## src/cpu_isa_pkg.sv

```systemverilog
`default_nettype none

package cpu_isa_pkg;

    localparam int opcode_w  = 4;  // IR 7..4
    localparam int sw_w      = 3;
    localparam int alu_fn_w  = 4;  // S3..S0
    localparam int reg_sel_w = 4;  // SEL3..SEL0

    typedef logic [opcode_w-1:0]  opcode_t;
    typedef logic [alu_fn_w-1:0]  alu_fn_t;
    typedef logic [reg_sel_w-1:0] reg_sel_t;

    // Console switch settings
    typedef enum logic [sw_w-1:0] {
        run_prog  = 3'b000,
        write_mem = 3'b001,
        read_mem  = 3'b010,
        read_reg  = 3'b011,
        write_reg = 3'b100
    } sw_mode_t;

    localparam opcode_t op_add = 4'd1;
    localparam opcode_t op_sub = 4'd2;
    localparam opcode_t op_and = 4'd3;
    localparam opcode_t op_inc = 4'd4;
    localparam opcode_t op_ld  = 4'd5;
    localparam opcode_t op_st  = 4'd6;
    localparam opcode_t op_jc  = 4'd7;
    localparam opcode_t op_jz  = 4'd8;
    localparam opcode_t op_jmp = 4'd9;
    localparam opcode_t op_out = 4'd10;  // 11 unused
    localparam opcode_t op_or  = 4'd12;
    localparam opcode_t op_xor = 4'd13;
    localparam opcode_t op_stp = 4'd14;

    localparam alu_fn_t alu_add      = 4'b1001;
    localparam alu_fn_t alu_sub      = 4'b0110;  // Same code as xor, M selects
    localparam alu_fn_t alu_and      = 4'b1011;
    localparam alu_fn_t alu_inc      = 4'b0000;
    localparam alu_fn_t alu_or       = 4'b1110;
    localparam alu_fn_t alu_xor      = 4'b0110;
    localparam alu_fn_t alu_pass_b   = 4'b1010;
    localparam alu_fn_t alu_all_ones = 4'b1111;

endpackage

`default_nettype wire

```

## src/ctrl_sig_pkg.sv

```systemverilog
`default_nettype none

package ctrl_sig_pkg;

    import cpu_isa_pkg::*;

    localparam int beat_w = 3;

    // Timing beats, bit n is Wn
    typedef logic [beat_w:1] beat_t;

    // Console phase, the ST0 flag
    typedef enum logic {
        phase_setup = 1'b0,
        phase_run   = 1'b1
    } phase_e;

    // One beat's datapath controls
    typedef struct packed {
        logic     ldc;
        logic     ldz;
        logic     cin;
        alu_fn_t  s;
        reg_sel_t sel;
        logic     m;
        logic     abus;
        logic     drw;
        logic     pcinc;
        logic     lpc;
        logic     lar;
        logic     pcadd;
        logic     arinc;
        logic     selctl;
        logic     memw;
        logic     stop;
        logic     lir;
        logic     sbus;
        logic     mbus;
        logic     short_cyc;  // Skip W2 and W3
        logic     long_cyc;   // Add W3
    } ctrl_bus_t;

endpackage

`default_nettype wire

```

## src/console_sequencer.sv

```systemverilog
`timescale 1ns/100ps
`default_nettype none

module console_sequencer
    import cpu_isa_pkg::*, ctrl_sig_pkg::*;
(
    input  logic      t3,
    input  logic      rst_n,
    input  sw_mode_t  sw,
    input  beat_t     w,
    output ctrl_bus_t console_ctrl,
    output logic      run_exec
);

    phase_e phase;
    logic   in_run;
    logic   set_phase;
    logic   clr_phase;  // Only write_reg leaves run phase

    assign in_run   = (phase == phase_run);
    assign run_exec = (sw == run_prog) && in_run;

    always_ff @(posedge t3 or negedge rst_n) begin
        if (!rst_n) begin
            phase <= phase_setup;
        end else if (set_phase) begin
            phase <= phase_run;
        end else if (clr_phase) begin
            phase <= phase_setup;
        end
    end

    always_comb begin
        console_ctrl = '0;
        set_phase    = 1'b0;
        clr_phase    = 1'b0;
        case (sw)
            write_mem: begin
                console_ctrl.lar       = w[1] && !in_run;  // Address from switches
                console_ctrl.memw      = w[1] && in_run;
                console_ctrl.arinc     = w[1] && in_run;
                console_ctrl.sbus      = w[1];
                console_ctrl.stop      = w[1];
                console_ctrl.short_cyc = w[1];
                console_ctrl.selctl    = w[1];
                set_phase              = w[1];
            end
            read_mem: begin
                console_ctrl.sbus      = w[1] && !in_run;
                console_ctrl.lar       = w[1] && !in_run;
                console_ctrl.mbus      = w[1] && in_run;
                console_ctrl.arinc     = w[1] && in_run;
                console_ctrl.stop      = w[1];
                console_ctrl.short_cyc = w[1];
                console_ctrl.selctl    = w[1];
                set_phase              = w[1] && !in_run;
            end
            read_reg: begin
                console_ctrl.selctl = w[1] || w[2];
                console_ctrl.stop   = w[1] || w[2];
                if (w[1]) begin
                    console_ctrl.sel = 4'b0001;  // R0 and R1
                end else if (w[2]) begin
                    console_ctrl.sel = 4'b1011;  // R2 and R3
                end
            end
            write_reg: begin
                console_ctrl.sbus   = w[1] || w[2];
                console_ctrl.selctl = w[1] || w[2];
                console_ctrl.drw    = w[1] || w[2];
                console_ctrl.stop   = w[1] || w[2];
                if (w[1]) begin
                    console_ctrl.sel = in_run ? 4'b1001 : 4'b0011;
                end else if (w[2]) begin
                    console_ctrl.sel = in_run ? 4'b1110 : 4'b0100;
                end
                set_phase = w[2] && !in_run;
                clr_phase = w[2] && in_run;
            end
            run_prog: begin
                if (!in_run) begin  // Load PC from switches
                    console_ctrl.lpc       = w[1];
                    console_ctrl.sbus      = w[1];
                    console_ctrl.short_cyc = w[1];
                    console_ctrl.stop      = w[1];
                    set_phase              = w[1];
                end
            end
            default: ;
        endcase
    end

    a_phase_needs_beat: assert property (
        @(posedge t3) disable iff (!rst_n)
        (w == '0) |=> $stable(phase)
    ) else $error("Console phase changed without an active beat");

endmodule

`default_nettype wire

```

## src/ctrl_select.sv

```systemverilog
`timescale 1ns/100ps
`default_nettype none

module ctrl_select
    import ctrl_sig_pkg::*;
(
    input  beat_t     w,
    input  logic      run_exec,
    input  ctrl_bus_t console_ctrl,
    input  ctrl_bus_t beat2_ctrl,
    input  ctrl_bus_t beat3_ctrl,
    output ctrl_bus_t ctrl
);

    always_comb begin
        ctrl = '0;
        if (!run_exec) begin
            ctrl = console_ctrl;  // Already beat gated
        end else if (w[1]) begin
            ctrl.lir   = 1'b1;  // Fetch
            ctrl.pcinc = 1'b1;
        end else if (w[2]) begin
            ctrl = beat2_ctrl;
        end else if (w[3]) begin
            ctrl = beat3_ctrl;
        end
    end

    // Console and decode bundles must never combine into a bad cycle
    always_comb begin
        a_cyc_len_excl: assert final (!(ctrl.short_cyc && ctrl.long_cyc))
            else $error("short_cyc and long_cyc both active");
        a_write_excl: assert final (!(ctrl.drw && ctrl.memw))
            else $error("drw and memw both active");
    end

endmodule

`default_nettype wire

```

## src/hdcpu_ctrl.sv

```systemverilog
`timescale 1ns/100ps
`default_nettype none

module hdcpu_ctrl
    import cpu_isa_pkg::*, ctrl_sig_pkg::*;
(
    input  logic      t3,
    input  logic      rst_n,
    input  sw_mode_t  sw,
    input  opcode_t   ir,
    input  beat_t     w,
    input  logic      c,
    input  logic      z,
    output ctrl_bus_t ctrl
);

    ctrl_bus_t console_ctrl;
    ctrl_bus_t beat2_ctrl;
    ctrl_bus_t beat3_ctrl;
    logic      run_exec;

    console_sequencer u_console (
        .t3           (t3),
        .rst_n        (rst_n),
        .sw           (sw),
        .w            (w),
        .console_ctrl (console_ctrl),
        .run_exec     (run_exec)
    );

    instr_decode u_decode (
        .ir         (ir),
        .c          (c),
        .z          (z),
        .beat2_ctrl (beat2_ctrl),
        .beat3_ctrl (beat3_ctrl)
    );

    ctrl_select u_select (
        .w            (w),
        .run_exec     (run_exec),
        .console_ctrl (console_ctrl),
        .beat2_ctrl   (beat2_ctrl),
        .beat3_ctrl   (beat3_ctrl),
        .ctrl         (ctrl)
    );

endmodule

`default_nettype wire

```

## src/instr_decode.sv

```systemverilog
`timescale 1ns/100ps
`default_nettype none

module instr_decode
    import cpu_isa_pkg::*, ctrl_sig_pkg::*;
(
    input  opcode_t   ir,
    input  logic      c,
    input  logic      z,
    output ctrl_bus_t beat2_ctrl,
    output ctrl_bus_t beat3_ctrl
);

    always_comb begin
        beat2_ctrl = '0;
        beat3_ctrl = '0;
        case (ir)
            op_add: begin
                beat2_ctrl.s    = alu_add;
                beat2_ctrl.cin  = 1'b1;
                beat2_ctrl.abus = 1'b1;
                beat2_ctrl.drw  = 1'b1;
                beat2_ctrl.ldz  = 1'b1;
                beat2_ctrl.ldc  = 1'b1;
            end
            op_sub: begin
                beat2_ctrl.s    = alu_sub;
                beat2_ctrl.abus = 1'b1;
                beat2_ctrl.drw  = 1'b1;
                beat2_ctrl.ldz  = 1'b1;
                beat2_ctrl.ldc  = 1'b1;
            end
            op_inc: begin
                beat2_ctrl.s    = alu_inc;
                beat2_ctrl.abus = 1'b1;
                beat2_ctrl.drw  = 1'b1;
                beat2_ctrl.ldz  = 1'b1;
                beat2_ctrl.ldc  = 1'b1;
            end
            op_and, op_or, op_xor: begin  // Logic ops leave carry alone
                beat2_ctrl.s    = (ir == op_and) ? alu_and :
                                  (ir == op_or)  ? alu_or  : alu_xor;
                beat2_ctrl.m    = 1'b1;
                beat2_ctrl.abus = 1'b1;
                beat2_ctrl.drw  = 1'b1;
                beat2_ctrl.ldz  = 1'b1;
            end
            op_ld: begin
                beat2_ctrl.s        = alu_pass_b;
                beat2_ctrl.m        = 1'b1;
                beat2_ctrl.abus     = 1'b1;
                beat2_ctrl.lar      = 1'b1;
                beat2_ctrl.long_cyc = 1'b1;
                beat3_ctrl.drw      = 1'b1;  // Memory data into Rd
                beat3_ctrl.mbus     = 1'b1;
            end
            op_st: begin
                beat2_ctrl.s        = alu_all_ones;  // Address from Rs
                beat2_ctrl.m        = 1'b1;
                beat2_ctrl.abus     = 1'b1;
                beat2_ctrl.lar      = 1'b1;
                beat2_ctrl.long_cyc = 1'b1;
                beat3_ctrl.s        = alu_pass_b;
                beat3_ctrl.m        = 1'b1;
                beat3_ctrl.abus     = 1'b1;
                beat3_ctrl.memw     = 1'b1;
            end
            op_jc: begin
                beat2_ctrl.pcadd = c;
            end
            op_jz: begin
                beat2_ctrl.pcadd = z;
            end
            op_jmp: begin
                beat2_ctrl.s    = alu_all_ones;
                beat2_ctrl.m    = 1'b1;
                beat2_ctrl.abus = 1'b1;
                beat2_ctrl.lpc  = 1'b1;
            end
            op_out: begin
                beat2_ctrl.s    = alu_pass_b;
                beat2_ctrl.m    = 1'b1;
                beat2_ctrl.abus = 1'b1;
            end
            op_stp: begin
                beat2_ctrl.stop = 1'b1;
            end
            default: ;
        endcase
    end

endmodule

`default_nettype wire

```

## config.mk

```make
export PLATFORM = sky130hd
export DESIGN_NAME = hdcpu_ctrl
export DESIGN_NICKNAME = d
export VERILOG_FILES = /design/src/cpu_isa_pkg.sv /design/src/ctrl_sig_pkg.sv /design/src/console_sequencer.sv /design/src/ctrl_select.sv /design/src/hdcpu_ctrl.sv /design/src/instr_decode.sv
export SDC_FILE = /design/constraint.sdc
export NUM_CORES = 1
export LEC_CHECK = 0
export ABC_AREA = 1
export BUFFER_PORTS_ARGS = -buffer_cell sky130_fd_sc_hd__buf_2
export CORE_UTILIZATION = 30
export CTS_CLUSTER_DIAMETER = 120
export DETAILED_ROUTE_END_ITERATION = 16
export SLEW_MARGIN = 10
export SYNTH_ARGS = -nofsm -noshare
export SYNTH_HDL_FRONTEND = slang
export SYNTH_SLANG_ARGS = --single-unit
```

## constraint.sdc

```tcl
create_clock -name t3 -period 1.65 [get_ports t3]
set_clock_uncertainty 0.2 [all_clocks]
set_input_delay 0.0825 -clock t3 [delete_from_list [all_inputs] [get_ports t3]]
set_output_delay 0.0825 -clock t3 [all_outputs]
set_load 0.02 [all_outputs]
```

* Yosys cells after proc, flatten, opt, wreduce, memory -nomap -nowiden
Index checks and enable logic that the tools add are counted.
Storage, ports and cells: register bits after elaboration 1, output and inout bits 27, logic and storage cells 83
Operators by class: equality and inequality tests 17, mux-type cells 46, reduce and logical (&&, ||, !) cells 19
Operators by type and width (number):
- two-way mux 27 bit | 2
- two-way mux 4 bit | 10
- == test 4 bit (second input constant) | 6
- two-way mux 24 bit | 1
- two-way mux 1 bit | 22
- case mux 4 bit (5 select lines) | 1
- == test 4 x 3 -> 1 bit (second input constant) | 4
- two-way mux 14 bit | 1
- OR reduction 10 bit | 1
- OR reduction 2 bit | 5
- == test 4 x 2 -> 1 bit (second input constant) | 2
- case mux 1 bit (4 select lines) | 2
- case mux 4 bit (2 select lines) | 1
- two-way mux 7 bit | 1
- OR reduction 7 bit | 1
- == test 3 x 2 -> 1 bit (second input constant) | 2
- case mux 1 bit (2 select lines) | 3
- OR reduction 3 bit | 2
- OR reduction 6 bit | 1
- logical AND 1 bit | 5
- == test 4 x 1 -> 1 bit (second input constant) | 1
- == test 3 x 1 -> 1 bit (second input constant) | 1
- == test 3 bit (second input constant) | 1
- logical NOT 3 bit | 1
- 5 further kinds | 5

* Logic depth before layout (Yosys ltp)
word-level depth 7, gate-level depth with buffers 8

* By module
From an unflattened synthesis, not the netlist that was laid out.
Unflattened totals: cells, all modules 337, area total of the unflattened synthesis 1657.8 µm²
Modules (own cells, without submodules):
- ctrl_select | times used 1, cells an instance 180, area an instance 768.2 µm²
- instr_decode | times used 1, cells an instance 91, area an instance 509.2 µm²
- console_sequencer | times used 1, cells an instance 66, area an instance 380.4 µm²

* Least setup slack after synthesis
Ideal clock, no wire load.
path kind flip-flop to output port, start register u_console.phase, in the netlist u_console.in_run, end output port ctrl[6] in the netlist's numbering, arrival 1.184 ns, path slack 0.184 ns, stages on the path, launching flop included 5, path buffers 0, path through dfrtp_1 > inv_1 > nor2_4 > nand2_1 > o21ai_0
RTL lines:
- from (decl) | RTL line console_sequencer.sv:15 | phase_e phase;
- from (signal assigned) | RTL line console_sequencer.sv:25 | phase <= phase_setup;
- from (signal assigned) | RTL line console_sequencer.sv:27 | phase <= phase_run;
- from (signal assigned) | RTL line console_sequencer.sv:29 | phase <= phase_setup;
- to (decl) | RTL line hdcpu_ctrl.sv:14 | output ctrl_bus_t ctrl

==> impl_metrics.json <==
{
  "crit_type": "flip-flop to output port",
  "gp_congestion": 0.9225,
  "yosys.cell_types.count": 22,
  "grt_first_pass_wirelength_um": 3201,
  "largest_reg_flops": 1,
  "routed_wl_um": 1909,
  "path_cells": "inv_1, nor2_4, inv_2, nor2_4, inv_2, o21ai_2, buf_2",
  "power_uw": 290.5,
  "vdd_drop_max_mv": 0.1487,
  "clkSlewWorstSetupHoldPaths_ns": 0,
  "cp.required_ns": 1.37,
  "grt-ovfl-total": 0,
  "period_share_pct": 90.36,
  "worstSkewPairLatency_ns": 0,
  "yosysSeqAreaShare_pct": 3.817,
  "worstMarginPinSlew_ns": 0.2850,
  "start_util_pct": 32.75,
  "setup_viol": 0,
  "die_h_um": 48.75,
  "grt_max_degree": 8,
  "hold_viol_final": 0,
  "ys_ff_latch": 1,
  "setup_tns_ns": 0,
  "seqCellArea_um2": 25.02,
  "ios": 41,
  "synth_nets": 148,
  "drv_cap": 0,
  "yosysWarnings": 0,
  "io_buffers": 40,
  "hpwl_um": 1704,
  "finalNetCount": 190,
  "core_mm2": 0.002002,
  "final_cells": 201,
  "grt_usage_pct": 16.19,
  "num_rows": 16,
  "first_pass_iters": 4,
  "drc_errors": 0,
  "grt_pass1_vias": 765,
  "postRouteAntennaNets": 0,
  "post-route-min-period_ns": 1.491,
  "diodes": 0,
  "synthCells": 134,
  "netlist_area_um2": 655.6,
  "cp_max_fo": 6,
  "post_drt_wl_per_cell_um": 9.498,
  "synth_top_area_share_pct": 22.90,
  "syn_area_per_cell_um2": 4.893,
  "area_growth_pct": 36.07,
  "worstSetupEndpointType": "output port",
  "multi_input_area_um2": 529.3,
  "num_vias": 923,
  "crit_path_max_incr_delay_ns": 0.39,
  "final-max-slew-violation-count": 0,
  "ff2ff_setup_slack_ns": 0.36,
  "status": "complete, no violations",
  "post_drt_via_cell_ratio": 4.592,
  "dp.cells": 200,
  "drt_iter0_markers": 14,
  "antenna_found_initial": 0,
  "chipWidth_um": 48.75,
  "yosys.area.top_type": "nand2_1",
  "fmax_ghz": 0.6707,
  "synth_area_leaders": "nand2_1 23%, nand3_1 11%, nor2_1 11%",
  "p_per_area_mw_per_mm2": 325.6,
  "fillers": 240,
  "dieArea_mm2": 0.002377,
  "drive_gt1_share_pct": 37.93,
  "p_leak_nw": 0.5980,
  "slowest_stage": "dfrtp_1",
  "worst_setup_path_start_kind": "flip-flop",
  "ctsResizeCount": 0,
  "rsz0062_at_grt": "no",
  "hp-class": "primary input to asynchronous set/reset pin",
  "cp.arrival_ns": 1.21,
  "relSlewSlack_pct": 80.85
}
path summary, 6_finish.rpt:
path,depth (start not counted),start,to
min in group t3,4,w[1],u_console.in_run
min,2,rst_n,u_console.in_run
max reg2reg,5,u_console.in_run,u_console.in_run
max,7,u_console.in_run,ctrl[10]
max in group asynchronous,2,rst_n,u_console.in_run
min reg2reg,2,u_console.in_run,u_console.in_run
layer usage:
layer	part of all wire, %	up-vias	routed length, um	track usage (%)
met5	0	-	0	0
met3	6.4	0	123	0.9434
met4	0	0	0	0
met1	44	388	839	21.51
li1	-	499	-	-
met2	50	36	947	30.09
cell families after synthesis:
logic type | count (synthesis) | share of synthesized area (%)
buffers and inverters | 26 | 15.46
flip-flops | 1 | 3.816
AND/OR/NAND/NOR | 93 | 67.56
AO/OA/AOI/OAI | 14 | 13.17
layout by cell type (no fill, tap or decap), types with 3 or more instances in the layout:
master   count
buf_2       40
inv_1       15
inv_2        9
nand2_1     40
nand2_2      6
nand3_1     15
nand4_1      3
nor2_1      19
nor2_4       5
o21ai_0      5
critical path, delay by kind of cell, from the launching register on:
| kind | cells | cell delay, ns |
|---|---|---|
| AO/OA/AOI/OAI | 1 | 0.10 |
| AND/OR/NAND/NOR | 2 | 0.29 |
| buffers and inverters | 4 | 0.43 |
| flip-flops | 1 | 0.39 |
stage by stage:
stage	setup WS, ns	hold slack (ns)	util, %	instance area (um^2)
after floorplan	0.1839	-0.4131	-	655.6
after global placement	0.1607	-0.3425	44.06	882.1
after detailed placement	0.1514	-0.3414	44.06	882.1
after CTS	0.1499	0.2019	44.56	892.1
after global routing	0.04297	0.2190	44.56	892.1
final	0.1590	0.1978	44.56	892.1
synthesized netlist by cell type (all sizes together):
| cell type | instances |
|---|---|
| nand2 | 46 |
| nor2 | 26 |
| inv | 24 |
| nand3 | 16 |
| o21ai | 9 |
| a21oi | 3 |
| nand4 | 3 |
| and2 | 1 |
| buf | 1 |
| clkinv | 1 |
| dfrtp | 1 |
| nor3 | 1 |
| o21a | 1 |
| o31ai | 1 |
what timing repair did:
item	CTS	global route
hold endpoints to repair	1	0
hold buffers	1	0
buffers inserted	0	0
area by class of cell:
cell class / instances / area share (%)
Inverter: 25 / 10.52
Multi-Input combinational cell: 107 / 59.33
Sequential cell: 1 / 2.805
Tap cell: 27 / 3.787
Timing Repair Buffer: 41 / 23.56
power by group:
group / switching [mW] / total [mW] / leakage (nW) / internal (mW)
clock: 0 / 0 / 0 / 0
combinational: 0.164 / 0.242 / 0.587 / 0.0777
sequential: 0.0137 / 0.0486 / 0.0110 / 0.0349
No activity file was read; power rests on OpenSTA's default activity.
